### src/rtl/vec_pkg.sv
// vector unit shared definitions
`default_nettype none

package vec_pkg;

  localparam int NUM_LANES = 2;   // elements per beat
  localparam int VLMAX     = 8;   // elements per vector register
  localparam int NUM_VREGS = 4;
  localparam int ELEM_W    = 16;
  localparam int OFFSET_W  = 4;   // holds 0..VLMAX inclusive
  localparam int IDX_W     = $clog2(VLMAX);   // element select inside a register
  localparam int VREG_W    = $clog2(NUM_VREGS);

  typedef logic [ELEM_W-1:0]   elem_t;
  typedef logic [OFFSET_W-1:0] offset_t;
  typedef logic [VREG_W-1:0]   vreg_t;
  typedef logic [0:0]          csr_addr_t;

  localparam csr_addr_t CSR_VL     = 1'b0;
  localparam csr_addr_t CSR_VSTART = 1'b1;

  typedef enum logic [1:0] {
    VOP_ADD = 2'd0,
    VOP_SUB = 2'd1,   // vs1 - vs2
    VOP_AND = 2'd2,
    VOP_XOR = 2'd3
  } vop_t;

  typedef enum logic [1:0] {IDLE, RUN, DRAIN} issue_state_t;

endpackage

`default_nettype wire
### src/rtl/vec_unit_top.sv
// vector execution unit top
`timescale 1ns/10ps
`default_nettype none

module vec_unit_top import vec_pkg::*; (
  input  logic      CLK,
  input  logic      nRST,
  // csr access
  input  logic      csr_we,
  input  csr_addr_t csr_addr,
  input  offset_t   csr_wdata,
  output offset_t   csr_rdata,
  // instruction issue
  input  logic      instr_valid,
  input  vop_t      instr_op,
  input  vreg_t     instr_vd,
  input  vreg_t     instr_vs1,
  input  vreg_t     instr_vs2,
  input  logic      stall,
  input  logic      clear,
  // register setup and inspection
  input  logic      ld_we,
  input  vreg_t     ld_vreg,
  input  offset_t   ld_elem,
  input  elem_t     ld_data,
  input  vreg_t     pk_vreg,
  input  offset_t   pk_elem,
  output elem_t     pk_data,
  output logic      busy,
  output logic      done
);

  offset_t vl, vstart, offset, wr_offset;
  logic    start, run, beat, last;
  vop_t    op;
  vreg_t   vd, vs1, vs2;
  elem_t   a0, a1, b0, b1;   // a from vs1, b from vs2
  logic    wr_en0, wr_en1;
  elem_t   wr_data0, wr_data1;

  vec_csr vec_csr_inst (
    .CLK, .nRST, .csr_we, .csr_addr, .csr_wdata,
    .vstart_clear (done),   // completion resets vstart
    .csr_rdata, .vl, .vstart
  );

  element_counter element_counter_inst (
    .CLK, .nRST, .vl, .vstart, .start, .run, .stall, .clear,
    .offset, .beat, .last
  );

  vec_issue vec_issue_inst (
    .CLK, .nRST, .instr_valid, .instr_op, .instr_vd, .instr_vs1, .instr_vs2,
    .beat, .last, .stall, .clear,
    .op, .vd, .vs1, .vs2, .start, .run, .busy, .done
  );

  vec_regfile vec_regfile_inst (
    .CLK, .nRST,
    .rd_vreg_a (vs1), .rd_vreg_b (vs2), .rd_offset (offset),
    .rd_data_a0 (a0), .rd_data_a1 (a1), .rd_data_b0 (b0), .rd_data_b1 (b1),
    .wr_vreg (vd),   // latched vd, stable until done
    .wr_offset, .wr_en0, .wr_en1, .wr_data0, .wr_data1,
    .ld_we, .ld_vreg, .ld_elem, .ld_data,
    .pk_vreg, .pk_elem, .pk_data
  );

  vec_lanes vec_lanes_inst (
    .CLK, .nRST, .op, .beat, .clear, .offset, .vl,
    .a0, .a1, .b0, .b1,
    .wr_offset, .wr_en0, .wr_en1, .wr_data0, .wr_data1
  );

endmodule

`default_nettype wire

### src/rtl/vec_issue.sv
// instruction latch and issue control
`timescale 1ns/10ps
`default_nettype none

module vec_issue import vec_pkg::*; (
  input  logic  CLK,
  input  logic  nRST,
  input  logic  instr_valid,
  input  vop_t  instr_op,
  input  vreg_t instr_vd,
  input  vreg_t instr_vs1,
  input  vreg_t instr_vs2,
  input  logic  beat,
  input  logic  last,
  input  logic  stall,   // tells an empty body apart from a held beat
  input  logic  clear,
  output vop_t  op,
  output vreg_t vd,
  output vreg_t vs1,
  output vreg_t vs2,
  output logic  start,
  output logic  run,
  output logic  busy,
  output logic  done
);

  issue_state_t state, next_state;

  assign busy  = (state != IDLE);
  assign run   = (state == RUN);
  assign start = instr_valid & (state == IDLE) & ~clear;   // strobe dropped when busy

  always_comb begin
    next_state = state;
    case (state)
      IDLE: begin
        if (start) next_state = RUN;
      end
      RUN: begin
        if (last) begin
          next_state = DRAIN;   // final beat now in the lanes
        end else if (~stall && ~beat) begin
          next_state = DRAIN;   // vstart >= vl, nothing to issue
        end
      end
      DRAIN: begin
        next_state = IDLE;      // last lane write happens here
      end
      default: next_state = IDLE;
    endcase
  end

  always_ff @(posedge CLK, negedge nRST) begin
    if (~nRST) begin
      state <= IDLE;
      done  <= 1'b0;
    end else if (clear) begin
      state <= IDLE;
      done  <= 1'b0;   // flush never completes
    end else begin
      state <= next_state;
      done  <= (state == DRAIN);
    end
  end

  // fields held until the next accepted strobe
  always_ff @(posedge CLK) begin
    if (start) begin
      op  <= instr_op;
      vd  <= instr_vd;
      vs1 <= instr_vs1;
      vs2 <= instr_vs2;
    end
  end

endmodule

`default_nettype wire

### src/rtl/vec_lanes.sv
// parallel element ALUs
`timescale 1ns/10ps
`default_nettype none

module vec_lanes import vec_pkg::*; (
  input  logic    CLK,
  input  logic    nRST,
  input  vop_t    op,
  input  logic    beat,
  input  logic    clear,
  input  offset_t offset,   // element index of lane 0
  input  offset_t vl,
  input  elem_t   a0,
  input  elem_t   a1,
  input  elem_t   b0,
  input  elem_t   b1,
  output offset_t wr_offset,
  output logic    wr_en0,
  output logic    wr_en1,
  output elem_t   wr_data0,
  output elem_t   wr_data1
);

  logic [OFFSET_W:0] idx0, idx1;
  logic              body0, body1;   // element below vl

  // one lane's operation, sums and differences wrap
  function automatic elem_t lane_alu(input vop_t f, input elem_t a, input elem_t b);
    elem_t r;
    case (f)
      VOP_ADD: r = a + b;
      VOP_SUB: r = a - b;
      VOP_AND: r = a & b;
      default: r = a ^ b;
    endcase
    return r;
  endfunction

  assign idx0  = {1'b0, offset};
  assign idx1  = {1'b0, offset} + 1'b1;
  assign body0 = idx0 < {1'b0, vl};
  assign body1 = idx1 < {1'b0, vl};   // tail elements stay untouched

  // control, cleared on flush
  always_ff @(posedge CLK, negedge nRST) begin
    if (~nRST) begin
      wr_en0 <= 1'b0;
      wr_en1 <= 1'b0;
    end else if (clear) begin
      wr_en0 <= 1'b0;
      wr_en1 <= 1'b0;
    end else begin
      wr_en0 <= beat & body0;
      wr_en1 <= beat & body1;
    end
  end

  // payload, only meaningful with its enable
  always_ff @(posedge CLK) begin
    wr_offset <= offset;
    wr_data0  <= lane_alu(op, a0, b0);
    wr_data1  <= lane_alu(op, a1, b1);
  end

endmodule

`default_nettype wire

### src/rtl/vec_regfile.sv
// vector register file
`timescale 1ns/10ps
`default_nettype none

module vec_regfile import vec_pkg::*; (
  input  logic    CLK,
  input  logic    nRST,
  // lane read ports
  input  vreg_t   rd_vreg_a,
  input  vreg_t   rd_vreg_b,
  input  offset_t rd_offset,
  output elem_t   rd_data_a0,
  output elem_t   rd_data_a1,
  output elem_t   rd_data_b0,
  output elem_t   rd_data_b1,
  // lane write port
  input  vreg_t   wr_vreg,
  input  offset_t wr_offset,
  input  logic    wr_en0,
  input  logic    wr_en1,
  input  elem_t   wr_data0,
  input  elem_t   wr_data1,
  // scalar load and peek
  input  logic    ld_we,
  input  vreg_t   ld_vreg,
  input  offset_t ld_elem,
  input  elem_t   ld_data,
  input  vreg_t   pk_vreg,
  input  offset_t pk_elem,
  output elem_t   pk_data
);

  elem_t mem [NUM_VREGS][VLMAX];

  logic [OFFSET_W:0] rd_idx0, rd_idx1;   // widened so offset+1 can't wrap
  logic [OFFSET_W:0] wr_idx0, wr_idx1;

  assign rd_idx0 = {1'b0, rd_offset};
  assign rd_idx1 = {1'b0, rd_offset} + 1'b1;
  assign wr_idx0 = {1'b0, wr_offset};
  assign wr_idx1 = {1'b0, wr_offset} + 1'b1;

  // out of range reads give zero
  always_comb begin
    rd_data_a0 = '0;
    rd_data_b0 = '0;
    rd_data_a1 = '0;
    rd_data_b1 = '0;
    pk_data    = '0;
    if (rd_idx0 < VLMAX) begin
      rd_data_a0 = mem[rd_vreg_a][rd_idx0[IDX_W-1:0]];
      rd_data_b0 = mem[rd_vreg_b][rd_idx0[IDX_W-1:0]];
    end
    if (rd_idx1 < VLMAX) begin
      rd_data_a1 = mem[rd_vreg_a][rd_idx1[IDX_W-1:0]];
      rd_data_b1 = mem[rd_vreg_b][rd_idx1[IDX_W-1:0]];
    end
    if (pk_elem < VLMAX) pk_data = mem[pk_vreg][pk_elem[IDX_W-1:0]];   // peek
  end

  // load first so lane writes override it
  always_ff @(posedge CLK, negedge nRST) begin
    if (~nRST) begin
      for (int r = 0; r < NUM_VREGS; r++) begin
        for (int e = 0; e < VLMAX; e++) begin
          mem[r][e] <= '0;
        end
      end
    end else begin
      if (ld_we && ld_elem < VLMAX) mem[ld_vreg][ld_elem[IDX_W-1:0]] <= ld_data;
      if (wr_en0 && wr_idx0 < VLMAX) mem[wr_vreg][wr_idx0[IDX_W-1:0]] <= wr_data0;
      if (wr_en1 && wr_idx1 < VLMAX) mem[wr_vreg][wr_idx1[IDX_W-1:0]] <= wr_data1;
    end
  end

endmodule

`default_nettype wire

### src/rtl/element_counter.sv
// element offset counter
`timescale 1ns/10ps
`default_nettype none

module element_counter import vec_pkg::*; (
  input  logic    CLK,
  input  logic    nRST,
  input  offset_t vl,
  input  offset_t vstart,
  input  logic    start,   // instruction accepted
  input  logic    run,     // issue fsm in RUN
  input  logic    stall,
  input  logic    clear,
  output offset_t offset,
  output logic    beat,    // element group issues this cycle
  output logic    last     // this beat reaches vl
);

  logic [OFFSET_W:0] off_sum;   // one extra bit, vstart can sit near the top

  assign off_sum = {1'b0, offset} + (OFFSET_W+1)'(NUM_LANES);

  // issue only while inside the active body
  assign beat = run & ~stall & (offset < vl);
  assign last = beat & (off_sum >= {1'b0, vl});

  // next offset selection
  // clear > start > finishing beat > normal step
  always_ff @(posedge CLK, negedge nRST) begin
    if (~nRST) begin
      offset <= '0;
    end else if (clear) begin
      offset <= '0;
    end else if (start) begin
      offset <= vstart;   // resume point, zero unless software set it
    end else if (last) begin
      offset <= '0;       // done with this vector
    end else if (beat) begin
      offset <= off_sum[OFFSET_W-1:0];
    end
  end

  // stall or an empty body just holds the offset

endmodule

`default_nettype wire

### src/rtl/vec_csr.sv
// vl and vstart configuration
`timescale 1ns/10ps
`default_nettype none

module vec_csr import vec_pkg::*; (
  input  logic      CLK,
  input  logic      nRST,
  input  logic      csr_we,
  input  csr_addr_t csr_addr,
  input  offset_t   csr_wdata,
  input  logic      vstart_clear,   // instruction finished
  output offset_t   csr_rdata,
  output offset_t   vl,
  output offset_t   vstart
);

  offset_t vl_sat;   // clamped write value

  // vl can never exceed one register's worth of elements
  always_comb begin
    vl_sat = csr_wdata;
    if (csr_wdata > offset_t'(VLMAX)) begin
      vl_sat = offset_t'(VLMAX);
    end
  end

  always_ff @(posedge CLK, negedge nRST) begin
    if (~nRST) begin
      vl <= '0;
    end else if (csr_we && csr_addr == CSR_VL) begin
      vl <= vl_sat;
    end
  end

  // software write wins over the completion clear
  always_ff @(posedge CLK, negedge nRST) begin
    if (~nRST) begin
      vstart <= '0;
    end else if (csr_we && csr_addr == CSR_VSTART) begin
      vstart <= csr_wdata;
    end else if (vstart_clear) begin
      vstart <= '0;   // next instruction starts at element 0
    end
  end

  // readback is combinational
  always_comb begin
    case (csr_addr)
      CSR_VL:  csr_rdata = vl;
      default: csr_rdata = vstart;
    endcase
  end

endmodule

`default_nettype wire

### config.mk
export PLATFORM = sky130hd
export DESIGN_NAME = vec_unit_top
export DESIGN_NICKNAME = d
export VERILOG_FILES = /design/src/rtl/vec_pkg.sv /design/src/rtl/vec_unit_top.sv /design/src/rtl/vec_issue.sv /design/src/rtl/vec_lanes.sv /design/src/rtl/vec_regfile.sv /design/src/rtl/element_counter.sv /design/src/rtl/vec_csr.sv
export SDC_FILE = /design/constraint.sdc
export NUM_CORES = 2
export LEC_CHECK = 0
export ABC_CLOCK_PERIOD_IN_PS = 12260
export BUFFER_PORTS_ARGS = -buffer_cell sky130_fd_sc_hd__buf_2
export CAP_MARGIN = 20
export CELL_PAD_IN_SITES_DETAIL_PLACEMENT = 1
export CELL_PAD_IN_SITES_GLOBAL_PLACEMENT = 1
export CORE_MARGIN = 3
export CORE_UTILIZATION = 45
export DETAILED_ROUTE_END_ITERATION = 8
export PLACE_DENSITY_LB_ADDON = 0.1
export SLEW_MARGIN = 0
export SYNTH_ARGS = -nofsm -noshare
export SYNTH_HDL_FRONTEND = slang
export SYNTH_HIERARCHICAL = 1
export SYNTH_SLANG_ARGS = --single-unit
### constraint.sdc
create_clock -name CLK -period 12.26 [get_ports CLK]
set_input_delay 1.839 -clock CLK [delete_from_list [all_inputs] [get_ports CLK]]
set_output_delay 1.839 -clock CLK [all_outputs]
set_load 0.02 [all_outputs]
=== Word level (Yosys, flattened, before mapping) ===
Index checks and enable logic that the tools add are counted.

* Eq/ne operators: 6
* Mux-type cells: 65
* Shifts and indexed selects: 0
* Bitwise gates (word level): 26
* Add/sub/neg operators: 7
* $mul: 0
* Magnitude comparators: 27
* Divide/modulo/power cells: 0
* Reductions and logical operators: 17

{| class="wikitable"
|+ Operators with widths
! kind !! number
|-
| bitwise mux 512 bit || 3
|-
| two-way mux 512 bit || 3
|-
| two-way mux 128 bit || 9
|-
| binary-select mux 128 bit (select 2 bit) || 3
|-
| demux 128 bit (select 2 bit) || 3
|-
| two-way mux 16 bit || 18
|-
| binary-select mux 16 bit (select 3 bit) || 5
|-
| demux 16 bit (select 3 bit) || 3
|-
| case mux 16 bit (3 select lines) || 2
|-
| adder 16 bit || 2
|-
| AND 16 bit || 2
|-
| two-way mux 4 bit || 8
|-
| subtractor 16 bit || 2
|-
| XOR 16 bit || 2
|-
| >= comparator 4 bit, second input constant || 6
|-
| NOT 3 -> 4 bit || 6
|-
| less-than comparator 4 bit, second input constant || 4
|-
| >= comparator 3 bit, second input constant || 5
|-
| NOT 2 -> 3 bit || 5
|-
| less-than comparator 4 x 1 -> 1 bit, second input constant || 3
|-
| logical AND 1 bit || 11
|-
| adder 4 x 1 -> 5 bit, second input constant || 2
|-
| less-than comparator 5 x 4 -> 1 bit, second input constant || 2
|-
| less-than comparator 4 bit || 2
|-
| other kinds (18) || 37
|}

* Logic and storage cells: 194
* ROM bits: 0
* RAM bits: 0
* Output and inout port bits: 22
* Register bits after elaboration: 573
* Memories kept: 0
* Bits in latches: 0
* Bits of input ports: 48

=== Logic depth before layout (Yosys ltp) ===
* Word-level depth: 13
* Depth in mapped cells: 23
* Depth with buffers taken out: 20

=== Modules after synthesis ===
The synthesis kept the hierarchy.

{| class="wikitable"
|+ Modules (own cells, without submodules)
! module !! area an instance (um^2) !! cells each !! instances !! sequential area each (um^2)
|-
| vec_regfile || 46716.1 || 5345 || 1 || 12812.3
|-
| vec_lanes || 4142.7 || 504 || 1 || 770.7
|-
| element_counter || 435.4 || 51 || 1 || 100.1
|-
| vec_csr || 402.9 || 34 || 1 || 200.2
|-
| vec_issue || 376.6 || 19 || 1 || 315.3
|}

=== Worst setup path after synthesis ===
No wires, ideal clock.

* Kind: reg2reg
* From: register element_counter_inst.offset[1]
* To: register vec_lanes_inst.wr_data1[13]
* Period minus slack after synthesis: 5.473 ns
* Required time: 12.135 ns
* Stages on the path, launching flop included: 22
* Setup time: 0.125 ns
* Arrival time: 5.348 ns
* Buffers on the path: 3
* Setup slack: 6.787 ns
* Cell sequence: dfrtp_1 -> ha_1 -> buf_2 -> buf_2 -> nor2_1 -> nand2_1 -> buf_2 -> o22ai_1 -> a2111oi_0 -> inv_1 -> ha_1 -> nand2_1 -> nor2_1 -> a21oi_1 -> xnor2_1 -> ha_1 -> and2_1 -> a221o_1 -> a21bo_2 -> a41oi_1 -> xor2_1 -> o21ai_1

* Longest elaborated chain between the ends: 8
* Elaborated cells between the ends (all ways): 16
* Classes of those cells: 3 x add/sub; 1 x order compare; 9 x mux; 3 x bitwise

{| class="wikitable"
|+ RTL lines
! item !! RTL line !! text
|-
| start: declaration || element_counter.sv:14 || <nowiki>output offset_t offset,</nowiki>
|-
| start signal: assignment || element_counter.sv:35 || <nowiki>offset <= vstart;</nowiki>
|-
| start signal: assignment || element_counter.sv:39 || <nowiki>offset <= off_sum[OFFSET_W-1:0];</nowiki>
|-
| adder 4 x 1 -> 5 bit * || vec_regfile.sv:39 || <nowiki>assign rd_idx1 = {1'b0, rd_offset} + 1'b1;</nowiki>
|-
| NOT 3 -> 4 bit (implied by the code) || vec_regfile.sv:56 || <nowiki>rd_data_b1 = mem[rd_vreg_b][rd_idx1[IDX_W-1:0]];</nowiki>
|-
| binary-select mux 16 bit (select 3 bit) || vec_regfile.sv:56 ||
|-
| two-way mux 16 bit (implied by the code) (2 in a row) || vec_regfile.sv:56 ||
|-
| two-way mux 16 bit * || vec_regfile.sv:54 || <nowiki>if (rd_idx1 < VLMAX) begin</nowiki>
|-
| named net b1[0] || vec_unit_top.sv:37 || <nowiki>elem_t a0, a1, b0, b1;</nowiki>
|-
| subtractor 16 bit or adder 16 bit (tied branches) || vec_lanes.sv:32, vec_lanes.sv:31 ||
|-
| case mux 16 bit (3 select lines) * || vec_lanes.sv:30 || <nowiki>case (f)</nowiki>
|-
| end signal: assignment || vec_lanes.sv:62 || <nowiki>wr_data1 <= lane_alu(op, a1, b1);</nowiki>
|-
| end: declaration || vec_lanes.sv:21 || <nowiki>output elem_t wr_data1</nowiki>
|}

The timed path passes the listed nets; every way through them passes the cells marked *. The select of a mux whose other input is x is not followed.
A chain may end at the register's enable or synchronous reset.

=== Worst setup path in the final report ===
* From: register element_counter_inst.offset[0]
* To: register vec_lanes_inst.wr_data1[13]

The elaborated chain is that of the path after synthesis.

==> results.tsv <==
stage	metric	value	unit
outcome	status	completed	
place	place.detailed.hpwl	214000	um
logic_synthesis	yosys.area.top_type	dfrtp_1	
route	wl	313000	um
clock_tree	post_cts_buffers	0	
sta	post-route-period-util	60.5	%
worst_setup_path	crit_path_end_kind	flop	
logic_synthesis	synth.most_common_cell	nand2_1	
worst_setup_path	worstSetupPathType	flop to flop	
route	vias_per_cell	7.78	
logic_synthesis	ys_types	105	
sta	setup_viol	0	
worst_setup_path	critical_path_arrival	7.95	ns
logic_synthesis	synth_area_per_cell	8.75	sq um
die	initial_core_util	45.4	%
logic_synthesis	synthFlopType	dfrtp_1	
grt	grt_usage	50.6	%
route	drtPass1Iterations	6	
die	fp-row-count	124	
sta	whs	0.526	ns
sta	skew	0.0446	ns
clock_tree	cts-htree-levels	3	
clock_tree	hold_buffers	0	
worst_setup_path	worstPathMaxFanout	115	
die	die_h	346	um
sta	final-max-slew-violation-count	0	
die	io_pins	70	
logic_synthesis	ys_seq_area_share	27.3	%
clock_tree	cts.sinks	573	
grt	grt_pass1_vias	54000	
logic_synthesis	synth_area	52100	sq um
route	route.detailed.drc	0	
sta	max_freq	0.135	GHz
cells_and_area	multi_input_area	34900	sq um
worst_setup_path	startpoint_type	flop	
cells_and_area	n_fill_cell	13100	
place	numPortBuffers	69	
cells_and_area	drive_above_1_share	19.3	%
grt	antenna_found_initial	23	
grt	grt.overflow.total	0	
logic_synthesis	yosysWarnings	6	
logic_synthesis	synth.area.top_cells	dfrtp_1 (25%), mux4_2 (15%), nand2_1 (6.2%)	
cells_and_area	area_delta_synth_final	7.69	%
run	max_cap_viol_count	0	
cells_and_area	final_nets	5774	
cells_and_area	final-seq-area	14200	sq um
sta	hold_viol	0	
sta	rsz0062_at_grt	false	
clock_tree	cts_tree	yes	
sta	fin_crit	7.42	ns
clock_tree	cts_root_buf	clkbuf_16	
logic_synthesis	synth_top_area_share	25.4	%
hold_path	hold_class	flop to flop	
die	dieArea	120000	sq um
clock_tree	cts.repair.resized	0	
worst_setup_path	cp.required	12.79	ns
power	p_leak	21.5	nW
route	drt_iter0_drc	8877	
logic_synthesis	ys_ff_latch	573	
logic_synthesis	syn_nets	6084	
logic_synthesis	netlist_instances	5953	
grt	grt_pass1_wl	431000	um
die	core_area	115000	sq um
route	wire_per_inst	43.2	um
clock_tree	clk_pin_slew	0.06	ns
grt	grt_max_degree	136	
clock_tree	numCtsBuffers	75	
power	p_per_area	221	nW/um^2
route	ant_nets	0	
place	finalWeightedCongestion	1.10	
die	fp.dieW	346	um
logic_synthesis	synth_top_cells_by_count	nand2_1 (856), o21ai_0 (639), dfrtp_1 (529)	
sta	finalSetupTns	0	ns
logic_synthesis	synth-edff-count	8	
sta	worst_pin_slew	1.29	ns
route	num_vias	56300	
sta	slew_headroom	13.4	%
clock_tree	clockBufferDepth	3	
logic_synthesis	async_flop_share	92.3	%
clock_tree	worstSkewPairLatency	0.70	ns
power	ir_worst_vdd	0.160	mV
per-layer routing:
metal	global-route usage, %	routed length [um]	up-vias
li1	-	-	21800
met1	65.2	116000	28700
met2	67.0	120000	4584
met3	23.9	51100	1093
met4	33.4	25700	10
met5	1.18	297	-
flip-flops by register name, indices dropped and copies added (netlist names):
name,cells
vec_issue_inst/op,2
vec_lanes_inst/wr_offset,4
element_counter_inst/offset,4
vec_issue_inst/vd,2
vec_lanes_inst/wr_data1,16
vec_issue_inst/state,2
vec_lanes_inst/wr_en1,1
vec_regfile_inst/mem,512
vec_lanes_inst/wr_en0,1
vec_lanes_inst/wr_data0,16
vec_issue_inst/vs1,2
vec_csr_inst/vstart,4
vec_csr_inst/vl,4
vec_issue_inst/vs2,2
vec_issue_inst/done,1
critical path: stages (launching register included):
cell	delay [ns]
dfrtp_4	0.80
buf_12	0.48
ha_2	0.56
buf_4	0.62
nor2_1	0.11
buf_4	0.21
nand2_1	0.76
o22ai_1	0.24
a2111oi_2	0.71
inv_1	0.15
ha_1	0.28
nand2_1	0.12
nor2_1	0.06
a21oi_1	0.25
xnor2_1	0.16
ha_1	0.34
and2_1	0.22
a221o_1	0.36
a21bo_2	0.22
a41oi_1	0.20
xor2_1	0.20
o21ai_1	0.07
metrics by stage:
stage | cells | instance area (sq um) | power (mW) | worst slack, ns | util (%)
after detailed placement | 7064 | 53300 | 9.50 | 5.08 | 46.5
final | 7232 | 56100 | 12.4 | 4.84 | 48.9
after floorplan | 5953 | 52100 | 6.51 | 6.79 | -
after CTS | 7201 | 55800 | 11.9 | 5.07 | 48.7
after global placement | 7056 | 53200 | 9.39 | 5.13 | 46.4
after global routing | 7215 | 56000 | 12.6 | 4.53 | 48.9
layout make-up:
cell class	instances	area share, %
diodes	17	0.0759
clock buffers	109	3.84
clock inverters	28	0.623
inverters	57	0.382
multi-input cells	4633	62.2
flip-flops and latches	573	25.4
well taps	1512	3.37
repair buffers	303	4.14
layout by cell type, fill, tap and decap left out, types with 18 or more instances in the layout:
cell type / n
buf_4: 213
dfxtp_2: 26
clkbuf_16: 75
a31oi_1: 46
mux2_2: 149
nand2_1: 856
buf_2: 70
a22oi_1: 23
a22o_1: 40
nand2b_1: 38
a211oi_1: 149
o211ai_1: 170
and3_1: 61
a21o_1: 136
a221o_1: 35
nor3_1: 48
a31o_2: 80
mux2i_1: 313
and2_1: 20
xnor2_1: 32
o31ai_1: 30
a2111oi_0: 24
inv_1: 55
o21ai_0: 639
o21ai_1: 41
nor4_1: 27
nand3_1: 60
mux4_2: 336
xor2_1: 18
a21oi_1: 178
nor2b_1: 72
ha_1: 80
o22ai_1: 155
nor2_1: 429
dfrtp_1: 525
clkbuf_1: 19
a221oi_1: 58
a311oi_1: 80
final timing paths:
path	start	end	slack, ns	cells after the start
worst max-delay path	element_counter_inst/offset[0]$_DFFE_PN0P_	vec_lanes_inst/wr_data1[13]$_DFF_P_	4.84	21
worst min-delay path	vec_issue_inst/state[0]$_DFFE_PN0P_	vec_issue_inst/done$_DFF_PN0_	0.53	1
worst max register to register	element_counter_inst/offset[0]$_DFFE_PN0P_	vec_lanes_inst/wr_data1[13]$_DFF_P_	4.84	21
worst min register to register	vec_issue_inst/state[0]$_DFFE_PN0P_	vec_issue_inst/done$_DFF_PN0_	0.53	1
max in group asynchronous	nRST	vec_regfile_inst/mem[313]$_DFF_PN0_	8.84	3
min in group asynchronous	nRST	vec_regfile_inst/mem[284]$_DFF_PN0_	1.19	1
logic make-up (layout without fill, tap and decap cells):
group	Yosys count	after routing	synth area share, %
compound gates	1968	1968	24.8
simple gates	1733	1733	14.9
mux	798	798	23.8
buf+inv	747	497	6.31
flops	573	573	27.3
fa+ha+maj	83	83	2.02
xor+xnor	51	51	0.858
other cells	0	17	0
power breakdown:
group          total, mW  internal [mW]  switching, mW
Clock               2.33           1.30           1.03
Sequential          4.00           2.45           1.55
Combinational       6.04           2.25           3.78
(Power assumes the default switching activity.)
